--- src/rvPkg.sv ---
package rvPkg;

    localparam int XLEN = 64;
    localparam logic [XLEN-1:0] RESET_PC = '0;
    localparam int DMEM_BYTES = 4096;
    localparam int DMEM_AW = $clog2(DMEM_BYTES);

    // RV64I major opcodes, inst[6:0]
    typedef enum logic [6:0] {
        opOp     = 7'b0110011,
        opOpImm  = 7'b0010011,
        opAuipc  = 7'b0010111,
        opLui    = 7'b0110111,
        opLoad   = 7'b0000011,
        opStore  = 7'b0100011,
        opJal    = 7'b1101111,
        opJalr   = 7'b1100111,
        opBranch = 7'b1100011,
        opSystem = 7'b1110011
    } opcodeE;

    typedef enum logic [3:0] {
        aluAdd,
        aluSub,
        aluXor,
        aluOr,
        aluAnd,
        aluSll,
        aluSrl,
        aluSlt,
        aluSltu,
        aluPassB, // lui
        aluNone   // result is zero
    } aluOpE;

    typedef enum logic [1:0] {
        wbAlu,
        wbMem,
        wbPcPlus4
    } wbSelE;

    typedef struct packed {
        aluOpE       aluOp;
        logic        selA;         // 1 rs1, 0 pc
        logic        selB;         // 1 rs2, 0 imm
        logic        writeRd;
        wbSelE       wbSel;
        logic        memRead;
        logic [7:0]  memWriteMask;
        logic        loadSigned;
        logic [3:0]  readNum;      // bytes
        logic        jumpReg;      // target from rs1 + imm
        logic        takeJump;
        logic        isEbreak;
    } ctrlT;

endpackage
--- src/regFile.sv ---
`timescale 1ns/1ps

module regFile
    import rvPkg::*;
(
    input  logic            clk,
    input  logic            rst,
    input  logic [4:0]      rs1Addr,
    input  logic [4:0]      rs2Addr,
    input  logic [4:0]      rdAddr,
    input  logic [XLEN-1:0] rdData,
    input  logic            writeEn,
    output logic [XLEN-1:0] rs1Data,
    output logic [XLEN-1:0] rs2Data
);

    logic [XLEN-1:0] regs [32];

    always_ff @(posedge clk) begin
        if (rst) begin
            for (int i = 0; i < 32; i++) begin
                regs[i] <= '0;
            end
        end else if (writeEn && rdAddr != 5'd0) begin
            regs[rdAddr] <= rdData;
        end
    end

    // x0 reads zero
    assign rs1Data = (rs1Addr == 5'd0) ? '0 : regs[rs1Addr];
    assign rs2Data = (rs2Addr == 5'd0) ? '0 : regs[rs2Addr];

endmodule

--- config.mk ---
export PLATFORM = sky130hd
export DESIGN_NAME = regFile
export DESIGN_NICKNAME = d
export VERILOG_FILES = /design/src/rvPkg.sv /design/src/regFile.sv
export SDC_FILE = /design/constraint.sdc
export NUM_CORES = 2
export LEC_CHECK = 0
export BUFFER_PORTS_ARGS = -buffer_cell sky130_fd_sc_hd__buf_4
export CELL_PAD_IN_SITES_DETAIL_PLACEMENT = 0
export CELL_PAD_IN_SITES_GLOBAL_PLACEMENT = 1
export CORE_UTILIZATION = 25
export CTS_CLUSTER_SIZE = 16
export DETAILED_ROUTE_END_ITERATION = 6
export GPL_TIMING_DRIVEN = 1
export MAX_ROUTING_LAYER = met4
export PLACE_DENSITY = 0.44
export SLEW_MARGIN = 0
export SYNTH_ARGS = -nofsm -noshare
export SYNTH_HDL_FRONTEND = slang
export SYNTH_SLANG_ARGS = --single-unit
export TNS_END_PERCENT = 10
--- constraint.sdc ---
create_clock -name clk -period 2.65 [get_ports clk]
set_input_delay 0.265 -clock clk [delete_from_list [all_inputs] [get_ports clk]]
set_output_delay 0.265 -clock clk [all_outputs]
set_load 0.02 [all_outputs]
# [Word-level counts from Yosys, hierarchy flattened]
# Memories as Yosys holds them, arrays and structs flattened.
# Index checks and enable logic that the tools add are counted.
[word_totals] mem_count=1 in_bits=82 out_inout_bits=128 regBits=0 word_cells=16 ramBits=2048
[op_classes] mux=10 reduce_logical=5
[memory_table] name="regs" depth=32 width=64 rd=2 rd_clocked_by_memory_dff=0 write_ports=32 line="regFile.sv:17" source="logic [XLEN-1:0] regs [32];"
[op_table] operator="$mux W64" count=3
[op_table] operator="$reduce_or A64 Y1" count=1
[op_table] operator="$logic_not A5 Y1" count=2
[op_table] operator="$mux W1" count=6
[op_table] operator="$mux W5" count=1
[op_table] operator="$reduce_bool A5 Y1" count=1
[op_table] operator="$logic_and A1 B1 Y1" count=1

# [Longest topological paths before layout]
[depth] word_depth=7 depth_mapped=10 depth_no_buf=5

# [Worst setup path before layout]
# OpenSTA, ideal clock, no wires.
[synth_path] path_type="input -> output" startpoint="input port rs1Addr[0]" endpoint="output port rs1Data[42]" required_time_ns=2.385 n_path_buf=5 setup_slack_ns=-0.025 path_stages=9 arrival_time_ns=2.410 cell_sequence="buf_4 buf_6 buf_6 buf_6 buf_8 mux2i_1 o22ai_1 a211oi_1 a2111oi_0"
[synth_between] elab_chain_cells=2 elab_cells_between_ends=3 cone_classes="mux (1); reduce/logical (1); memory (1)"
[synth_lines] element="start: declaration" line="regFile.sv:8" source="input logic [4:0] rs1Addr,"
[synth_lines] element="$mem_v2 Z32 W64 or $logic_not A5 Y1 (tied branches)"
[synth_lines] element="$mux W64 *" line="regFile.sv:30" source="assign rs1Data = (rs1Addr == 5'd0) ? '0 : regs[rs1Addr];"
[synth_lines] element="end: declaration" line="regFile.sv:13" source="output logic [XLEN-1:0] rs1Data,"
# Mark *: on every way between the ends. The rest lies on a longest branch, timed or not.

==> results.sh <==
export IMPL_whs_ns=0.337
export IMPL_regMostFlops="regs"
export IMPL_cap_violations=0
export IMPL_grt_first_pass_wirelength_mm=717
export IMPL_synth_common_cells="edfxtp_1, and2_1, mux4_2"
export IMPL_largest_reg_flops=2048
export IMPL_routed_wl_mm=544
export IMPL_setup_ws_ns=-0.782
export IMPL_portBuffers=209
export IMPL_start_util_pct=25.1
export IMPL_hpwl_mm=338
export IMPL_relSlewSlack_pct=30.2
export IMPL_intPower_mw=62.7
export IMPL_vias=72330
export IMPL_row_count=241
export IMPL_synth_cells=7055
export IMPL_gp_congestion=0.832
export IMPL_fin_crit_sh_pct=130
export IMPL_critPathKind="reg2out"
export IMPL_ys_warn_count=0
export IMPL_dp_slack_ns=-0.956
export IMPL_die_area_sq_um=436000
export IMPL_tightest_slew_ns=1.05
export IMPL_antenna_found_initial=101
export IMPL_finalInstanceArea_sq_um=135000
export IMPL_grtUsageTotal_pct=25.3
export IMPL_rsz0062_at_grt="true"
export IMPL_cts_sinks=2048
export IMPL_syn_to_final_growth_pct=24.8
export IMPL_synthArstFlopShare_pct=0
export IMPL_ys_ff_latch=2048
export IMPL_ys_types=44
export IMPL_min_period_ns=3.43
export IMPL_setup_tns_ns=-40.70
export IMPL_wl_per_cell_um=39.9
export IMPL_synth_top_area_share_pct=56.8
export IMPL_yosysMostFrequentCell="edfxtp_1"
export IMPL_dp_cells=13070
export IMPL_nFillCells=41880
export IMPL_sw_frac_of_total_pct=27.5
export IMPL_synth_area_sq_um=108000
export IMPL_synthTopCellsByArea="edfxtp_1, mux4_2, and2_1, mux2i_1, clkbuf_1"
export IMPL_clock_root_buffer="clkbuf_16"
export IMPL_ys_seq_area_share_pct=56.8
export IMPL_max_freq_mhz=291
export IMPL_outcome="finished, violations left"
export IMPL_power_frac_seq_pct=44.4
export IMPL_io_pins=210
export IMPL_overflow=0
export IMPL_synth_edf_count=2048
export IMPL_path_clk_slew_ns=0.06
export IMPL_place_area_sq_um=125000
export IMPL_multi_input_area_sq_um=45400
export IMPL_finalPower_mw=86.5
export IMPL_vdd_drop_max_mv=0.613
export IMPL_drt_vias_per_instance=5.31
export IMPL_numCtsBuffers=241
export IMPL_fin_util_pct=31.4
export IMPL_grt_start_max_net_pins=65
export IMPL_pwr_share_comb_pct=15.9
export IMPL_cts_path_max_buffers=4
export IMPL_critPathMaxFanout=2
export IMPL_core_area_sq_um=431000
export IMPL_dr_pass1_iters=6
export IMPL_layout_cells_non_filler=13627
export IMPL_power_frac_clock_pct=39.7
export IMPL_setup_viol=128
export IMPL_fin_nets=7741
export IMPL_drtIter0Drc=8492
export IMPL_drive_above_1_share_pct=34.2
export IMPL_crit_start="regs[3][37]"
export IMPL_htree_levels=4
export IMPL_p_sw_mw=23.8
export IMPL_ant_nets=0
export IMPL_drc=0
export IMPL_grt_pass1_vias=72989
export IMPL_die_w_um=660
export IMPL_cp_end_kind="output port"
export IMPL_min_delay_start="rdAddr[1]"
export IMPL_cp_start_kind="flip-flop"
export IMPL_hp_class="in2reg"
export IMPL_violations="setup timing"
export IMPL_arrival_ns=3.17
export IMPL_seq_area_sq_um=61500
export IMPL_synthFlopType="edfxtp_1"
export IMPL_cts_tree="built"
export IMPL_drv_slew=0
export IMPL_power_leakage_nw=46.9
export IMPL_hold_viol=0
export IMPL_power_per_cell_area_nw_per_um2=640
export IMPL_synth_top_cell_by_area="edfxtp_1"
export IMPL_die_y_um=660
export IMPL_reg_largest_list="regs (2048)"
export IMPL_synth_avg_cell_area_sq_um=15.3
export IMPL_worst_ep_required_time_ns=2.38
## final timing paths
check	slack, ns	end	cells past startpoint
max	-0.78	rs1Data[37]	6
min	0.34	regs[10][51]	5
## worst max-delay path, cell delays in order, from the launching register on
cell and delay [ns]:
edfxtp_1 0.39, mux4_2 0.31, mux2i_1 0.09, nor2_2 0.19, a2111oi_4 0.09, a2111oi_4 0.82
buf_4 0.29
## power groups by stage
| stage | clock network, mW | logic [mW] | registers [mW] |
|---|---|---|---|
| finish | 34.3 | 13.8 | 38.4 |
| global route | 35.9 | 14.1 | 38.6 |
| CTS | 34.9 | 13.7 | 38.3 |
| detailed placement | 0 | 13.0 | 39.0 |
| global placement | 0 | 13.0 | 38.9 |
| floorplan | 0 | 6.13 | 38.6 |
## cell type report
| type | instances | share of cell area (%) |
|---|---|---|
| flip-flops and latches | 2048 | 45.5 |
| well taps | 5710 | 5.29 |
| diodes | 57 | 0.106 |
| multi-input cells | 4278 | 33.6 |
| inverters | 2 | 0.00833 |
| clock buffers | 287 | 4.62 |
| clock inverters | 157 | 1.14 |
| repair buffers | 1088 | 9.74 |
## logic make-up after synthesis
| family | after synthesis | synth area share (%) |
|---|---|---|
| AO/OA/AOI/OAI | 539 | 3.75 |
| buffers and inverters | 792 | 3.17 |
| AND/OR/NAND/NOR | 2284 | 12.8 |
| flip-flops | 2048 | 56.8 |
| multiplexers | 1391 | 23.5 |
| other | 1 | 0.00346 |
## cell usage in the layout, fill, tap and decap left out, types with 32 or more instances in the layout
master         count
mux2i_1          352
or2_4             32
nand2_1           91
mux4_2           906
clkbuf_1          44
buf_4            558
dlygate4sd3_1     65
a221oi_1          39
a22oi_2           35
buf_6            107
and2_1          1985
nor2_4            37
a22oi_1           39
edfxtp_1        2048
clkbuf_16        243
clkinv_1          55
conb_1            64
buf_12           347
o22ai_1           89
clkinv_2          52
o221ai_1          48
diode_2           57
a21oi_1           43
mux2_2           115
## repair_timing
action,CTS,global route
hold buffers,65,0
setup endpoints to repair,128,128
hold endpoints to repair,1998,0
gates resized for setup,333,55
buffers inserted,4,1
pin swaps,151,34
## metal layers
layer  GRT usage [%]  share of wire, %
met2            41.4                48
met3            3.51               6.4
met4            9.06               4.4
met5               -                 0
met1            31.9                41
Power figures use the tool's default switching activity.
