==> src/rvPkg.sv <==
package rvPkg;

    localparam int XLEN = 64;
    localparam logic [XLEN-1:0] RESET_PC = '0;
    localparam int DMEM_BYTES = 4096;
    localparam int DMEM_AW = $clog2(DMEM_BYTES);

    // RV64I major opcodes, inst[6:0]
    typedef enum logic [6:0] {
        opOp     = 7'b0110011,
        opOpImm  = 7'b0010011,
        opAuipc  = 7'b0010111,
        opLui    = 7'b0110111,
        opLoad   = 7'b0000011,
        opStore  = 7'b0100011,
        opJal    = 7'b1101111,
        opJalr   = 7'b1100111,
        opBranch = 7'b1100011,
        opSystem = 7'b1110011
    } opcodeE;

    typedef enum logic [3:0] {
        aluAdd,
        aluSub,
        aluXor,
        aluOr,
        aluAnd,
        aluSll,
        aluSrl,
        aluSlt,
        aluSltu,
        aluPassB, // lui
        aluNone   // result is zero
    } aluOpE;

    typedef enum logic [1:0] {
        wbAlu,
        wbMem,
        wbPcPlus4
    } wbSelE;

    typedef struct packed {
        aluOpE       aluOp;
        logic        selA;         // 1 rs1, 0 pc
        logic        selB;         // 1 rs2, 0 imm
        logic        writeRd;
        wbSelE       wbSel;
        logic        memRead;
        logic [7:0]  memWriteMask;
        logic        loadSigned;
        logic [3:0]  readNum;      // bytes
        logic        jumpReg;      // target from rs1 + imm
        logic        takeJump;
        logic        isEbreak;
    } ctrlT;

endpackage
==> src/instDecoder.sv <==
`timescale 1ns/1ps

module instDecoder
    import rvPkg::*;
(
    input  logic [31:0]     inst,
    input  logic [XLEN-1:0] rs1Data,
    input  logic [XLEN-1:0] rs2Data,
    output ctrlT            ctrl
);

    opcodeE opcode;
    logic [2:0] funct3;
    logic [6:0] funct7;

    assign opcode = opcodeE'(inst[6:0]);
    assign funct3 = inst[14:12];
    assign funct7 = inst[31:25];

    always_comb begin
        ctrl = '0;
        ctrl.aluOp = aluNone;
        ctrl.wbSel = wbAlu;
        case (opcode)
            opOp: begin
                ctrl.selA = 1'b1;
                ctrl.selB = 1'b1;
                if (funct7 == 7'h00) begin
                    case (funct3)
                        3'b000: ctrl.aluOp = aluAdd;
                        3'b001: ctrl.aluOp = aluSll;
                        3'b010: ctrl.aluOp = aluSlt;
                        3'b011: ctrl.aluOp = aluSltu;
                        3'b100: ctrl.aluOp = aluXor;
                        3'b101: ctrl.aluOp = aluSrl;
                        3'b110: ctrl.aluOp = aluOr;
                        default: ctrl.aluOp = aluAnd;
                    endcase
                end else if (funct7 == 7'h20 && funct3 == 3'b000) begin
                    ctrl.aluOp = aluSub;
                end
                ctrl.writeRd = (ctrl.aluOp != aluNone);
            end
            opOpImm: begin
                ctrl.selA = 1'b1;
                case (funct3)
                    3'b000: ctrl.aluOp = aluAdd;
                    3'b010: ctrl.aluOp = aluSlt;
                    3'b011: ctrl.aluOp = aluSltu;
                    3'b100: ctrl.aluOp = aluXor;
                    3'b110: ctrl.aluOp = aluOr;
                    3'b111: ctrl.aluOp = aluAnd;
                    // rv64 shamt is 6 bits so funct6 must be zero
                    3'b001: ctrl.aluOp = (inst[31:26] == 6'h00) ? aluSll : aluNone;
                    default: ctrl.aluOp = (inst[31:26] == 6'h00) ? aluSrl : aluNone;
                endcase
                ctrl.writeRd = (ctrl.aluOp != aluNone);
            end
            opAuipc: begin
                ctrl.aluOp = aluAdd; // pc + imm
                ctrl.writeRd = 1'b1;
            end
            opLui: begin
                ctrl.aluOp = aluPassB;
                ctrl.writeRd = 1'b1;
            end
            opLoad: begin
                ctrl.selA = 1'b1;
                ctrl.aluOp = aluAdd;
                ctrl.wbSel = wbMem;
                case (funct3)
                    3'h0: ctrl.readNum = 4'h1;
                    3'h1: ctrl.readNum = 4'h2;
                    3'h2: ctrl.readNum = 4'h4;
                    3'h3: ctrl.readNum = 4'h8;
                    3'h4: ctrl.readNum = 4'h1;
                    3'h5: ctrl.readNum = 4'h2;
                    default: ctrl.readNum = 4'h0; // lwu not supported
                endcase
                ctrl.loadSigned = ~funct3[2];
                ctrl.memRead = (ctrl.readNum != 4'h0);
                ctrl.writeRd = ctrl.memRead;
            end
            opStore: begin
                ctrl.selA = 1'b1;
                ctrl.aluOp = aluAdd; // address is rs1 + imm
                case (funct3)
                    3'b000: ctrl.memWriteMask = 8'b0000_0001;
                    3'b001: ctrl.memWriteMask = 8'b0000_0011;
                    3'b010: ctrl.memWriteMask = 8'b0000_1111;
                    3'b011: ctrl.memWriteMask = 8'b1111_1111;
                    default: ctrl.memWriteMask = 8'b0;
                endcase
            end
            opJal: begin
                ctrl.writeRd = 1'b1;
                ctrl.wbSel = wbPcPlus4;
                ctrl.takeJump = 1'b1;
            end
            opJalr: begin
                if (funct3 == 3'b000) begin
                    ctrl.selA = 1'b1;
                    ctrl.aluOp = aluAdd;
                    ctrl.writeRd = 1'b1;
                    ctrl.wbSel = wbPcPlus4;
                    ctrl.jumpReg = 1'b1;
                    ctrl.takeJump = 1'b1;
                end
            end
            opBranch: begin
                case (funct3)
                    3'h0: ctrl.takeJump = (rs1Data == rs2Data);
                    3'h1: ctrl.takeJump = (rs1Data != rs2Data);
                    3'h4: ctrl.takeJump = ($signed(rs1Data) < $signed(rs2Data));
                    3'h5: ctrl.takeJump = ($signed(rs1Data) >= $signed(rs2Data));
                    3'h6: ctrl.takeJump = (rs1Data < rs2Data);
                    3'h7: ctrl.takeJump = (rs1Data >= rs2Data);
                    default: ctrl.takeJump = 1'b0;
                endcase
            end
            opSystem: begin
                ctrl.isEbreak = (inst == 32'h0010_0073);
            end
            default: ; // unknown encoding leaves everything off
        endcase
    end

endmodule

==> config.mk <==
export PLATFORM = sky130hd
export DESIGN_NAME = instDecoder
export DESIGN_NICKNAME = d
export VERILOG_FILES = /design/src/rvPkg.sv /design/src/instDecoder.sv
export SDC_FILE = /design/constraint.sdc
export NUM_CORES = 1
export LEC_CHECK = 0
export ABC_AREA = 0
export BUFFER_PORTS_ARGS = -buffer_cell sky130_fd_sc_hd__clkbuf_2
export CAP_MARGIN = 5
export CORE_ASPECT_RATIO = 0.9
export CORE_MARGIN = 2
export CORE_UTILIZATION = 30
export DETAILED_ROUTE_END_ITERATION = 16
export PLACE_DENSITY = 0.75
export SETUP_SLACK_MARGIN = 0.4
export SKIP_LAST_GASP = 1
export SLEW_MARGIN = 20
export SYNTH_ARGS = -nofsm -noshare
export SYNTH_HDL_FRONTEND = slang
export SYNTH_SLANG_ARGS = --single-unit
==> constraint.sdc <==
create_clock -name vclk -period 3.2
set_clock_uncertainty 0.15 [all_clocks]
set_input_delay 0.64 -clock vclk [all_inputs]
set_output_delay 0.64 -clock vclk [all_outputs]
set_load 0.1 [all_outputs]
* Word level (Yosys, flattened, before mapping)
Cells that the tools add are included.
** Storage, ports and cells
- Bits in registers :: 0
- Memories kept :: 0
- Latch bits :: 0
- Output and inout port bits :: 26
- Bits in read-only memories :: 0
- Input port bits :: 160
- Bits in writable memories :: 0
** Operators by class
- Equality and inequality tests :: 23
- Shift-type cells :: 0
- Muxes and demuxes :: 26
- Multiply operators :: 0
- Magnitude comparators :: 4
- Divide/modulo/power cells :: 0
- Reductions and logical operators :: 10
- Bitwise logic cells :: 1
- $add $sub $neg :: 0
** Operator list (count)
- >= comparator 64 bit :: 2
- < comparator 64 bit :: 2
- == test 64 bit :: 1
- inequality test 64 bit :: 1
- case mux 4 bit (7 select lines) :: 2
- == test 32 x 21 -> 1 bit, second input constant :: 1
- case mux 8 bit (4 select lines) :: 1
- == test 7 x 6 -> 1 bit, second input constant :: 4
- == test 7 bit, second input constant :: 4
- two-way mux 4 bit :: 7
- case mux 4 bit (5 select lines) :: 1
- case mux 4 bit (4 select lines) :: 1
- == test 7 x 5 -> 1 bit, second input constant :: 2
- == test 3 bit, second input constant :: 4
- two-way mux 5 bit :: 2
- two-way mux 8 bit :: 1
- inequality test 4 bit, second input constant :: 2
- == test 7 x 2 -> 1 bit, second input constant :: 1
- logical NOT 7 bit :: 1
- == test 3 x 2 -> 1 bit, second input constant :: 2
- logical NOT 6 bit :: 1
- case mux 1 bit (6 select lines) :: 1
- case mux 2 bit (3 select lines) :: 1
- OR reduction 3 bit :: 2
- other kinds (13) :: 17

* Longest topological paths before layout
- Depth after elaboration :: 7
- Depth in mapped cells :: 10

* Worst setup path after synthesis
No wires, ideal clock.
- Path type :: in2out
- From :: input inst[3]
- To :: output ctrl[9] (netlist bit)
- Data arrival time :: 6510 ps
- Buffers on the path :: 0
- Setup slack :: -4100 ps
- Cell stages on the path :: 3
- Path through :: or4_1 -> nor4_1 -> a21boi_0
** RTL lines
- from (decl) :: RTL line instDecoder.sv:6 : input logic [31:0] inst,
- to (decl) :: RTL line instDecoder.sv:9 : output ctrlT ctrl

==> results.sh <==
export IMPL_n_antenna_cell=0
export IMPL_maxCapViolCount=0
export IMPL_first_pass_iters=4
export IMPL_rsz0062_at_grt="yes"
export IMPL_seqPwrFrac_pct=0
export IMPL_wl_met2_mm=4.55
export IMPL_p_switching_w=0.000222
export IMPL_hold_path_class="input pin to output port"
export IMPL_synth_top_family_by_area="adder cells"
export IMPL_port_buffers=186
export IMPL_start_kind="input pin"
export IMPL_worst_setup_path_end_kind="output port"
export IMPL_syn_mean_instance_area_um2=6.75
export IMPL_grt_usage_pct=20.1
export IMPL_finalHoldViolCount=0
export IMPL_yosys_warnings=0
export IMPL_seq_area_frac_synth_pct=0
export IMPL_antenna_found_initial=0
export IMPL_die_height_um=85.1
export IMPL_vdd_drop_max_mv=0.0570
export IMPL_intPower_w=0.000219
export IMPL_maxSlewViolCount=0
export IMPL_fin_crit_sh_pct=118
export IMPL_register_area_um2=0
export IMPL_drtIter0Drc=33
export IMPL_violations="negative setup slack"
export IMPL_grt_ovfl_total=0
export IMPL_critPathArrivalTime_ns=2.99
export IMPL_grt_pass1_wl_mm=13.7
export IMPL_fin_crit_ns=3.78
export IMPL_run_status="finished, violations left"
export IMPL_maxSlewHeadroom_pct=64.0
export IMPL_grt_max_degree=14
export IMPL_synthAdderAreaFrac_pct=36.5
export IMPL_dp_cells=624
export IMPL_syn_nets=549
export IMPL_vias_per_cell=4.94
export IMPL_synth_compound_area_share_pct=19.6
export IMPL_drive_gt1_share_pct=56.9
export IMPL_die_width_um=94.1
export IMPL_num_vias=3175
export IMPL_worst_pin_slew_ns=0.535
export IMPL_synth_cells=325
export IMPL_drc=0
export IMPL_syn_area_um2=2190
export IMPL_setup_viol=1
export IMPL_leakagePower_nw=2.42
export IMPL_path_class="input pin to output port"
export IMPL_finalNetCount=776
export IMPL_cp_required_ns=2.41
export IMPL_dpl_hpwl_mm=7.46
export IMPL_finalWeightedCongestion=0.889
export IMPL_yosysUniqueCellTypes=46
export IMPL_io_pins=186
export IMPL_antenna_left=0
export IMPL_die_area_um2=8010
export IMPL_wirelength_mm=8.56
export IMPL_grt_pass1_vias=3269
export IMPL_wl_per_cell_um=13.3
export IMPL_crit_fanout=3
export IMPL_power_density_nw_per_um2=98.0
export IMPL_met1_length_mm=3.43
export IMPL_muxShareOfSynthArea_pct=0.685
export IMPL_rows=29
export IMPL_power_frac_clock_pct=0
export IMPL_clockBufferCount=0
export IMPL_combPwrFrac_pct=100.0
export IMPL_seq_cells=0
export IMPL_hold_slack_ns=1.62
export IMPL_holdBufCountCts=0
export IMPL_syn2layout_area_growth_pct=105
export IMPL_synth_simple_gate_area_share_pct=28.0
export IMPL_met3_length_um=465
export IMPL_synth_xor_area_share_pct=1.20
export IMPL_core_area_um2=7080
export IMPL_instances_no_fill=643
export IMPL_fmax_ghz=0.264
export IMPL_timing_final_ws_setup_ns=-0.585
export IMPL_highest_layer="met4"
export IMPL_initial_core_util_pct=31.0
export IMPL_switching_share_pct=50.4
-- cell usage in the layout, fill, tap and decap left out, types with 2 or more instances in the layout --
cell and instances:
buf_8 3, a21oi_1 23, nor4_4 6, a211oi_1 4, inv_1 60, a21oi_2 3
clkbuf_2 159, xnor2_1 3, nand4_1 13, and4_1 2, o21ai_0 9, buf_12 20
a21o_1 7, nor3_4 6, nand3_4 2, nor4_2 2, or4_4 2, buf_4 45
nand2_1 17, nor2_1 9, nand3_1 13, nor4_1 6, inv_4 3, nand2_2 2
nand2_4 5, inv_2 6, nor3_1 4, nor2_4 6, ha_4 11, ha_1 53
buf_6 6
-- metrics by stage --
| step | worst slack, ns | TNS, ns | cell area (um^2) | util [%] | power [W] |
|---|---|---|---|---|---|
| 2_1_floorplan | -1.07 | -10.85 | 2690 | - | 0.000222 |
| 3_3_place_gp | -0.579 | -0.579 | 4150 | 58.6 | 0.000398 |
| 3_5_place_dp | -0.664 | -0.664 | 4150 | 58.6 | 0.000415 |
| 4_1_cts | -0.679 | -0.679 | 4290 | 60.7 | 0.000427 |
| 5_1_grt | -0.702 | -0.702 | 4510 | 63.7 | 0.000493 |
| 6_report | -0.585 | -0.585 | 4510 | 63.7 | 0.000442 |
-- area by class of cell --
| cell class | instances | area, um^2 |
|---|---|---|
| inverters | 70 | 274 |
| repair buffers | 233 | 1650 |
| well taps | 93 | 116 |
| multi-input cells | 247 | 2470 |
| fillers | 594 | 2570 |
-- routing by layer --
layer | track usage [%] | vias to the layer above
met5 | 0 | -
met4 | 3.29 | 0
met3 | 2.13 | 12
met2 | 40.4 | 102
met1 | 22.8 | 1442
li1 | - | 1619
-- cell families (layout without fill, tap and decap cells) --
kind of cell / count (synthesis) / in the layout
mux: 1 / 1
fa+ha+maj: 64 / 64
xor+xnor: 3 / 3
simple gates: 111 / 111
compound gates: 68 / 68
buf+inv: 78 / 303
-- power groups by stage --
stage	sequential (W)	clock [W]	combinational (W)
floorplan	0	0	0.000222
global placement	0	0	0.000398
detailed placement	0	0	0.000415
CTS	0	0	0.000427
global route	0	0	0.000493
finish	0	0	0.000442
-- repair_timing --
action	in CTS	in global routing
pin swaps	9	10
resized for setup	18	30
buffers inserted	7	12
setup endpoints to repair	17	20
-- synthesized netlist by cell type (2+ instances only) --
| cell | n | area (um^2) |
|---|---|---|
| inv_1 | 70 | 263 |
| ha_1 | 64 | 801 |
| a21oi_1 | 27 | 135 |
| nand2_1 | 24 | 90.1 |
| nand3_1 | 16 | 80.1 |
| nor2_1 | 16 | 60.1 |
| nand4_1 | 13 | 81.3 |
| nor4_1 | 11 | 68.8 |
| o21ai_0 | 11 | 55.1 |
| nor3_1 | 10 | 50.1 |
| a21o_1 | 7 | 52.6 |
| a211oi_1 | 5 | 37.5 |
| buf_4 | 4 | 30.0 |
| a31oi_1 | 3 | 18.8 |
| xnor2_1 | 3 | 26.3 |
| a221oi_1 | 2 | 17.5 |
| and4_1 | 2 | 17.5 |
| clkbuf_1 | 2 | 7.51 |
| nand2b_1 | 2 | 12.5 |
| nor2b_1 | 2 | 12.5 |
| nor4_2 | 2 | 25.0 |
| nor4b_1 | 2 | 17.5 |
| o31ai_1 | 2 | 15.0 |
| or3_1 | 2 | 12.5 |
| or4_1 | 2 | 15.0 |
-- worst max-delay path, cell delays in order --
cell      delay (ns)
clkbuf_2        0.07
inv_1           0.03
ha_1            0.30
buf_4           0.11
nand4_1         0.14
nor4_2          0.32
nand3_1         0.17
a41oi_2         0.22
a211oi_2        0.07
buf_4           0.15
and4_2          0.23
nor4_4          0.32
buf_12          0.22
-- final timing paths --
kind | cells after the start | startpoint | slack, ns | endpoint
setup / recovery | 13 | rs2Data[53] | -0.58 | ctrl[1]
hold / removal | 5 | inst[17] | 1.62 | ctrl[0]
Power figures use the tool's default switching activity.
