===== src/rvPkg.sv =====
package rvPkg;

    localparam int XLEN = 64;
    localparam logic [XLEN-1:0] RESET_PC = '0;
    localparam int DMEM_BYTES = 4096;
    localparam int DMEM_AW = $clog2(DMEM_BYTES);

    // RV64I major opcodes, inst[6:0]
    typedef enum logic [6:0] {
        opOp     = 7'b0110011,
        opOpImm  = 7'b0010011,
        opAuipc  = 7'b0010111,
        opLui    = 7'b0110111,
        opLoad   = 7'b0000011,
        opStore  = 7'b0100011,
        opJal    = 7'b1101111,
        opJalr   = 7'b1100111,
        opBranch = 7'b1100011,
        opSystem = 7'b1110011
    } opcodeE;

    typedef enum logic [3:0] {
        aluAdd,
        aluSub,
        aluXor,
        aluOr,
        aluAnd,
        aluSll,
        aluSrl,
        aluSlt,
        aluSltu,
        aluPassB, // lui
        aluNone   // result is zero
    } aluOpE;

    typedef enum logic [1:0] {
        wbAlu,
        wbMem,
        wbPcPlus4
    } wbSelE;

    typedef struct packed {
        aluOpE       aluOp;
        logic        selA;         // 1 rs1, 0 pc
        logic        selB;         // 1 rs2, 0 imm
        logic        writeRd;
        wbSelE       wbSel;
        logic        memRead;
        logic [7:0]  memWriteMask;
        logic        loadSigned;
        logic [3:0]  readNum;      // bytes
        logic        jumpReg;      // target from rs1 + imm
        logic        takeJump;
        logic        isEbreak;
    } ctrlT;

endpackage

===== src/immGen.sv =====
`timescale 1ns/1ps

module immGen
    import rvPkg::*;
(
    input  logic [31:0]     inst,
    output logic [XLEN-1:0] imm
);

    opcodeE opcode;

    assign opcode = opcodeE'(inst[6:0]);

    always_comb begin
        case (opcode)
            opOpImm, opLoad, opJalr: begin
                imm = {{(XLEN-12){inst[31]}}, inst[31:20]};
            end
            opStore: begin
                imm = {{(XLEN-12){inst[31]}}, inst[31:25], inst[11:7]};
            end
            opBranch: begin
                imm = {{(XLEN-13){inst[31]}}, inst[31], inst[7], inst[30:25],
                       inst[11:8], 1'b0};
            end
            opLui, opAuipc: begin
                imm = {{(XLEN-32){inst[31]}}, inst[31:12], 12'h000};
            end
            opJal: begin
                imm = {{(XLEN-21){inst[31]}}, inst[31], inst[19:12], inst[20],
                       inst[30:21], 1'b0};
            end
            default: begin
                imm = '0; // r-type and system carry none
            end
        endcase
    end

endmodule


===== config.mk =====
export PLATFORM = sky130hd
export DESIGN_NAME = immGen
export DESIGN_NICKNAME = d
export VERILOG_FILES = /design/src/rvPkg.sv /design/src/immGen.sv
export SDC_FILE = /design/constraint.sdc
export NUM_CORES = 1
export LEC_CHECK = 0
export CORE_UTILIZATION = 35
export DETAILED_ROUTE_END_ITERATION = 7
export DONT_BUFFER_PORTS = 1
export MAX_ROUTING_LAYER = met4
export PLACE_DENSITY = 0.51
export SETUP_SLACK_MARGIN = 0.2
export SLEW_MARGIN = 10
export SYNTH_ARGS = -nofsm -noshare
export SYNTH_HDL_FRONTEND = slang
export SYNTH_SLANG_ARGS = --single-unit

===== constraint.sdc =====
create_clock -name vclk -period 4.7
set_input_delay 0.94 -clock vclk [all_inputs]
set_output_delay 0.94 -clock vclk [all_outputs]
set_load 0.1 [all_outputs]

* Word level (Yosys, flattened, before mapping)
Cells that the tools add are included.
** Cells by class
- Eq/ne operators :: 8
- Muxes and demuxes :: 1
- Reductions and logical operators :: 2
** Operators with widths (count)
- one-hot mux 64 bit (5 select lines) :: 1
- equality test 7 bit, second input constant :: 3
- equality test 7 x 5 -> 1 bit, second input constant :: 2
- equality test 7 x 6 -> 1 bit, second input constant :: 2
- equality test 7 x 2 -> 1 bit, second input constant :: 1
- OR reduction 3 bit :: 1
- OR reduction 2 bit :: 1
** Word-level totals
- Bits in registers :: 0
- Input bits :: 32
- Logic and storage cells :: 11

* Depth between registers and ports, before layout
Gate-level depths: netlist (run 1).
- Word-level depth :: 3
- Depth in mapped cells :: 5

* Worst setup path before layout (run 1)
Ideal clock, no wire load.
- Kind :: input to output
- Start :: input port inst[2]
- End :: output port imm[20]
- Data arrival time :: 3.757 ns
- Path slack :: 0.003 ns
- Cell stages on the path :: 5
- Buffers on the path :: 2
- Cell sequence :: buf_4 > and4bb_2 > a2bb2oi_2 > buf_2 > o21ai_0
** On the way
- Cells in the longest elaborated chain, start to end :: 3
- Elaborated cells on any way between the ends :: 11
- Those cells by class :: 8 x eq/ne; 1 x mux; 2 x reduce/logical
** RTL lines
- start: declaration :: RTL line immGen.sv:6 : input logic [31:0] inst,
- equality test 7 x 5 -> 1 bit (tied with other cells) :: RTL line immGen.sv:15 : case (opcode)
- OR reduction 3 bit or OR reduction 2 bit (tied branches) :: RTL line immGen.sv:15
- one-hot mux 64 bit (5 select lines) (*) :: RTL line immGen.sv:15
- end: declaration :: RTL line immGen.sv:7 : output logic [XLEN-1:0] imm
Mark *: on every way between the ends. The rest lies on a longest branch, timed or not.

* Worst setup path in the final report (run 1)
- Start :: input port inst[6]
- End :: output port imm[31]
Same word-level chain as after synthesis.

==> flow_metrics.py, run 1 <==
metrics = {
    "clock_tree": {
        "cts_hold_buffers": 0,
        "cts_setup_buffers": 0,
        "cts_resized": 0,
    },
    "drt": {
        "firstDrtPassIters": 4,
        "drcViolationCount": 0,
        "routed_wl_um": 1925,
        "routed_via_density": 5.750,
        "ant_nets": 0,
        "wl_per_cell_um": 16.59,
        "drtIter0Drc": 9,
        "num_vias": 667,
    },
    "synth": {
        "yosysWarnings": 0,
        "synthCells": 111,
        "yosysSeqAreaShare_pct": 0,
        "netlist_area_sq_um": 787.0,
        "synth.avg_cell_area_sq_um": 7.090,
        "synth_cell_types": 33,
        "syn-num-nets": 143,
    },
    "timing": {
        "relSlewSlack_pct": 31.96,
        "rsz0062_at_grt": "no",
        "tns_ns": 0,
        "whs_ns": 2.212,
        "finalHoldViolCount": 0,
        "final.setup.worst_slack_ns": 0.5359,
        "fin_crit_ns": 4.164,
        "min_period_over_period_pct": 88.60,
        "tightest_slew_ns": 1.026,
        "slew_viol_final": 0,
        "fmax_mhz": 240.1,
        "setup_viol": 0,
    },
    "power_and_ir_drop": {
        "power-per-cell-area_mw_per_mm2": 151.6,
        "vdd_ir_drop_max_mv": 0.1603,
        "p_leak_nw": 0.3525,
        "total_power_mw": 0.1221,
    },
    "job": {
        "maxCapViolCount": 0,
    },
    "critical_path": {
        "setup.worst_path.class": "in2out",
        "worstPathMaxFanout": 17,
        "worstPathRequired_ns": 3.76,
        "critPathCaptureType": "primary output",
        "critPathLaunchType": "primary input",
        "arrival_ns": 3.22,
    },
    "finish": {
        "finalNonFillerCells": 116,
        "nClkBuffers": 0,
        "multi_input_area_sq_um": 568.0,
        "fin_nets": 123,
        "nFillCells": 225,
        "seq_area_sq_um": 0,
        "diodes": 0,
        "design.seq.count": 0,
        "utilization_pct": 39.46,
        "final_cell_mix": "15 x buf_4, 13 x nand3_1, 11 x o21ai_2",
        "drive_gt1_share_pct": 56.18,
        "design_area_sq_um": 805.8,
        "syn2layout_area_growth_pct": 2.385,
        "final_common_cell": "buf_4",
    },
    "global_routing": {
        "grt_max_degree": 18,
        "grt_antenna_before_repair": 0,
        "grt_first_pass_wirelength_um": 3022,
        "grt_usage_pct": 15.12,
        "grt_pass1_vias": 639,
        "grt_overflow_total": 0,
    },
    "place": {
        "place_congestion": 0.8484,
        "dp_slack_ns": 0.5493,
        "placed_area_sq_um": 805.8,
        "place_inst": 116,
        "dpl.hpwl_um": 1531,
        "numPortBuffers": 0,
    },
    "floorplanning": {
        "dieArea_sq_mm": 0.002442,
        "initial_core_util_pct": 38.54,
        "die_w_um": 49.42,
        "io_pins": 96,
        "core.rowCount": 16,
        "core-area_sq_mm": 0.002042,
        "die_h_um": 49.42,
    },
    "min_path": {
        "hold_path.class": "in2out",
    },
    "outcome": {
        "status": "finished, final reports clean",
    },
}
[path summary, 6_finish.rpt]
kind,from,end,slack [ns],cells after the start
max,inst[6],imm[31],0.54,4
min,inst[27],imm[27],2.21,3
[area by class of cell]
cell class / instances / area share, %
inverters: 1 / 0.4658
repair buffers: 19 / 24.84
well taps: 27 / 4.193
multi-input cells: 69 / 70.50
[cells in the mapped netlist (2+ instances only)]
| library cell | n | share of area [%] |
|---|---|---|
| o21ai_0 | 12 | 7.6 |
| buf_4 | 33 | 31 |
| o21a_1 | 2 | 1.9 |
| nand3_1 | 13 | 8.3 |
| buf_2 | 4 | 2.5 |
| and3b_2 | 2 | 2.5 |
| nor2b_1 | 4 | 3.2 |
| and2b_1 | 3 | 2.9 |
| clkbuf_1 | 3 | 1.4 |
| nand2_1 | 2 | 0.95 |
| a22o_1 | 4 | 4.5 |
| a21o_2 | 8 | 8.9 |
[worst max-delay path, cell delays in order]
cell	delay [ns]
or3b_4	0.39
a21oi_4	0.27
o21a_4	0.21
buf_12	1.39
[cell families after synthesis]
kind of cell / Yosys count / share of synthesized area [%]
buffers and inverters: 42 / 37.36
and+or+nand+nor: 35 / 28.94
AOI/OAI and AO/OA: 33 / 32.43
muxes: 1 / 1.272
[report_power, final]
group	switching, mW	leakage [nW]	internal [mW]
logic	0.104	0.353	0.0178
registers	0	0	0
clock network	0	0	0
total	0.104	0.353	0.0178
[layer usage]
metal	wire length, um	vias up	GRT usage, %
met1	711	318	16.85
met2	1059	26	29.68
met4	0	0	0
li1	-	323	-
met5	0	-	-
met3	153	0	2.181
Note: power is estimated with default switching activity, not from simulation.
==> run 2: changes to the inputs <==
--- a/config.mk
+++ b/config.mk
@@ -8,8 +8,10 @@
 export CORE_UTILIZATION = 35
 export DETAILED_ROUTE_END_ITERATION = 7
 export DONT_BUFFER_PORTS = 1
+export GPL_TIMING_DRIVEN = 0
 export MAX_ROUTING_LAYER = met4
 export PLACE_DENSITY = 0.51
+export RECOVER_POWER = 50
 export SETUP_SLACK_MARGIN = 0.2
 export SLEW_MARGIN = 10
 export SYNTH_ARGS = -nofsm -noshare
==> flow_metrics.py, run 2 (synthesized netlist as in run 1, its figures left out) <==
metrics = {
    "finish": {
        "drive_gt1_share_pct": 42.86,
        "design.seq.count": 0,
        "syn2layout_area_growth_pct": 6.995,
        "final_cell_mix": "26 x buf_4, 13 x nand3_1, 11 x clkbuf_1",
        "diodes": 0,
        "design_area_sq_um": 842.1,
        "multi_input_area_sq_um": 521.8,
        "utilization_pct": 41.24,
        "fin_nets": 146,
        "nFillCells": 233,
        "seq_area_sq_um": 0,
        "final_common_cell": "buf_4",
        "nClkBuffers": 0,
    },
    "global_routing": {
        "grt_max_degree": 27,
        "grt_usage_pct": 13.00,
        "grt_antenna_before_repair": 0,
        "grt_pass1_vias": 568,
        "grt_first_pass_wirelength_um": 2628,
        "grt_overflow_total": 0,
    },
    "clock_tree": {
        "cts_resized": 0,
        "cts_hold_buffers": 0,
        "cts_setup_buffers": 0,
    },
    "job": {
        "maxCapViolCount": 5,
    },
    "drt": {
        "firstDrtPassIters": 4,
        "drcViolationCount": 0,
        "wl_met1_um": 797,
        "wl_met3_um": 154,
        "num_vias": 737,
        "routed_wl_um": 1886,
        "routed_via_density": 5.302,
        "wl_per_cell_um": 13.57,
        "drtIter0Drc": 16,
        "wl_met2_um": 934,
        "dr.max_layer_used": "met3",
        "ant_nets": 0,
    },
    "floorplanning": {
        "initial_core_util_pct": 38.54,
        "core-area_sq_mm": 0.002042,
        "die_w_um": 49.42,
        "io_pins": 96,
        "core.rowCount": 16,
        "die_h_um": 49.42,
        "dieArea_sq_mm": 0.002442,
    },
    "timing": {
        "slew_viol_final": 5,
        "finalHoldViolCount": 0,
        "min_period_over_period_pct": 87.14,
        "fin_crit_ns": 4.096,
        "tightest_slew_ns": 1.845,
        "fmax_mhz": 244.2,
        "relSlewSlack_pct": -23.82,
        "whs_ns": 2.247,
        "rsz0062_at_grt": "no",
        "setup_viol": 0,
    },
    "critical_path": {
        "worstPathMaxFanout": 8,
        "cp_top_family": "compound AO/OA/AOI/OAI gates",
        "cp_slowest_cell": "o21ai_1",
        "crit_buf_inv": 1,
        "arrival_ns": 3.16,
        "worstPathRequired_ns": 3.76,
        "critPathLaunchType": "primary input",
        "setup.worst_path.class": "in2out",
        "critPathCaptureType": "primary output",
        "path_cells": "clkbuf_1 -> mux2i_1 -> a2bb2oi_1 -> o21ai_1",
        "cp.depth": 4,
        "critPathMaxStageDelay_ns": 1.44,
        "startpoint": "inst[5]",
        "cp-endpoint": "imm[21]",
    },
    "min_path": {
        "hold_path.class": "in2out",
        "hold_start": "inst[27]",
    },
    "outcome": {
        "status": "finished, violations left",
        "violations": "capacitance limit, slew limit",
    },
    "power_and_ir_drop": {
        "power-per-cell-area_mw_per_mm2": 149.3,
        "swShare_pct": 84.64,
        "p_comb_share_pct": 100.0,
        "clkPwrFrac_pct": 0,
        "p_int_mw": 0.01930,
        "p_leak_nw": 0.4294,
        "vdd_ir_drop_max_mv": 0.08744,
        "switchingPower_mw": 0.1064,
        "p_seq_share_pct": 0,
    },
    "place": {
        "dpl.hpwl_um": 1534,
        "numPortBuffers": 0,
        "place_congestion": 0.7961,
        "placed_area_sq_um": 909.6,
    },
}
-- run 2: metal layers --
layer  track usage (%)  vias to the layer above
met5                 -                        -
met4                 0                        0
met3            0.3115                        0
met2             22.37                       42
met1             17.95                      321
li1                  -                      374
-- run 2: per-stage QoR --
stage               cells  total power [mW]  TNS [ns]  setup slack, ns
floorplan             111            0.1207         0         0.002968
global placement      138            0.1250    -1.536          -0.1781
detailed placement    139            0.1297         0            1.056
CTS                   139            0.1299         0            1.058
global route          139            0.1294         0           0.4950
finish                139            0.1257         0           0.6042
-- run 2: worst min-delay path by stage --
stage	endpoint	slack (ns)	cells after the start
detailed placement	imm[9]	2.19	1
global placement	imm[13]	2.24	1
CTS	imm[9]	2.19	1
floorplan	imm[12]	2.24	1
finish	imm[27]	2.25	2
global route	imm[24]	2.25	2
-- run 2: power groups by stage --
| stage | Sequential (mW) | Combinational [mW] | Clock [mW] |
|---|---|---|---|
| finish | 0 | 0.126 | 0 |
| global route | 0 | 0.129 | 0 |
| CTS | 0 | 0.130 | 0 |
| detailed placement | 0 | 0.130 | 0 |
| global placement | 0 | 0.125 | 0 |
| floorplan | 0 | 0.121 | 0 |
-- run 2: final cells by class --
| type | count | area share (%) |
|---|---|---|
| plain buffers | 41 | 31.20 |
| well taps | 27 | 4.012 |
| inverters | 1 | 0.4458 |
| multi-input cells | 69 | 61.96 |
| repair buffers | 1 | 2.377 |
==> run 3: changes to the inputs <==
--- a/config.mk
+++ b/config.mk
@@ -5,12 +5,11 @@
 export SDC_FILE = /design/constraint.sdc
 export NUM_CORES = 1
 export LEC_CHECK = 0
-export CORE_UTILIZATION = 35
+export CORE_UTILIZATION = 40
 export DETAILED_ROUTE_END_ITERATION = 7
 export DONT_BUFFER_PORTS = 1
-export GPL_TIMING_DRIVEN = 0
 export MAX_ROUTING_LAYER = met4
-export PLACE_DENSITY = 0.51
+export PLACE_DENSITY = 0.56
 export RECOVER_POWER = 50
 export SETUP_SLACK_MARGIN = 0.2
 export SLEW_MARGIN = 10
==> flow_metrics.py, run 3 (synthesized netlist as in run 1, its figures left out) <==
metrics = {
    "place": {
        "dp_slack_ns": -0.3242,
        "placed_area_sq_um": 735.7,
        "dpl.hpwl_um": 1330,
        "place_congestion": 0.7592,
        "numPortBuffers": 0,
    },
    "timing": {
        "final.setup.worst_slack_ns": -0.06911,
        "rsz0062_at_grt": "yes",
        "slew_viol_final": 19,
        "fin_crit_ns": 4.769,
        "finalHoldViolCount": 0,
        "min_period_over_period_pct": 101.5,
        "tightest_slew_ns": 1.751,
        "fmax_mhz": 209.7,
        "relSlewSlack_pct": -17.19,
        "setup_viol": 5,
    },
    "global_routing": {
        "grt_antenna_before_repair": 0,
        "grt_usage_pct": 13.52,
        "grt_first_pass_wirelength_um": 2194,
        "grt_overflow_total": 0,
        "grt_pass1_vias": 492,
        "grt_max_degree": 27,
    },
    "outcome": {
        "status": "finished, violations left",
        "violations": "capacitance limit, slew limit, setup timing",
    },
    "drt": {
        "routed_wl_um": 1705,
        "num_vias": 649,
        "wl_per_cell_um": 16.08,
        "drtIter0Drc": 11,
        "firstDrtPassIters": 4,
        "routed_via_density": 6.123,
        "drcViolationCount": 0,
        "ant_nets": 0,
    },
    "critical_path": {
        "worstPathMaxFanout": 26,
        "crit_buf_inv": 2,
        "critPathMaxStageDelay_ns": 1.62,
        "cp-endpoint": "imm[57]",
        "critPathCaptureType": "primary output",
        "cp_common_cell": "buf_16",
        "path_cells": "or3b_4 -> a21oi_4 -> o21a_4 -> buf_16 -> buf_16",
        "cp_top_family": "buffers and inverters",
        "startpoint": "inst[3]",
        "setup.worst_path.class": "in2out",
        "cp.depth": 5,
        "critPathLaunchType": "primary input",
        "arrival_ns": 3.83,
        "worstPathRequired_ns": 3.76,
        "cp_slowest_cell": "buf_16",
    },
    "job": {
        "maxCapViolCount": 2,
    },
    "floorplanning": {
        "dieArea_sq_mm": 0.002149,
        "die_h_um": 46.36,
        "core.rowCount": 15,
        "core-area_sq_mm": 0.001783,
        "io_pins": 96,
        "die_w_um": 46.36,
        "initial_core_util_pct": 44.14,
    },
    "finish": {
        "design_area_sq_um": 716.9,
        "design.seq.count": 0,
        "final_common_cell": "nand3_1",
        "diodes": 0,
        "fin_nets": 115,
        "final_cell_mix": "13 x nand3_1, 11 x o21ai_2, 8 x a21o_1",
        "nClkBuffers": 0,
        "seq_area_sq_um": 0,
        "nFillCells": 192,
        "syn2layout_area_growth_pct": -8.903,
        "drive_gt1_share_pct": 39.51,
    },
    "power_and_ir_drop": {
        "p_leak_nw": 0.3302,
        "total_power_mw": 0.1189,
        "power-per-cell-area_mw_per_mm2": 165.8,
        "vdd_ir_drop_max_mv": 0.07100,
    },
    "clock_tree": {
        "cts_hold_buffers": 0,
    },
    "min_path": {
        "hold_path.class": "in2out",
    },
}
[run 3: changes by cell type in the layout (fill, tap and decap cells not counted), sizes merged]
cell	before	now
buf	31	9
clkbuf	11	2
[run 3: layout make-up]
type | count | area [sq um] | share of cell area (%)
inverters | 1 | 3.754 | 0.5236
well taps | 25 | 31.28 | 4.363
repair buffers | 11 | 142.6 | 19.90
multi-input cells | 69 | 539.3 | 75.22
[run 3: worst min-delay path by stage]
stage,start,to,depth (start not counted)
finish,inst[27],imm[7],2
global route,inst[27],imm[7],2
floorplan,inst[12],imm[12],1
CTS,inst[0],imm[11],2
global placement,inst[0],imm[11],2
detailed placement,inst[0],imm[11],2
[run 3: power breakdown]
group	leakage, nW	switching [mW]	internal [mW]
Clock	0	0	0
Combinational	0.330	0.103	0.0160
Sequential	0	0	0
[run 3: metrics by stage]
step	utilization, %	setup TNS [ns]	instances	hold WS, ns
after floorplan	-	0	111	2.239
after global placement	41.26	-2.293	106	2.225
after detailed placement	41.26	-2.289	106	2.221
after CTS	42.11	-0.5067	106	2.221
after global routing	40.21	-0.6403	106	2.233
final	40.21	-0.3410	106	2.231
[run 3: repair_timing]
item | in CTS | in global routing
pin swaps | 3 | 0
buffers inserted | 0 | 0
endpoints found under the setup margin | 10 | 10
gates resized for setup | 3 | 0
[run 3: layer usage]
metal | part of all wire [%] | global-route usage, % | vias up
met5 | 0 | - | -
met3 | 8.7 | 1.176 | 0
met1 | 37 | 15.86 | 310
met4 | 0 | 0 | 0
li1 | - | - | 310
met2 | 54 | 25.83 | 29
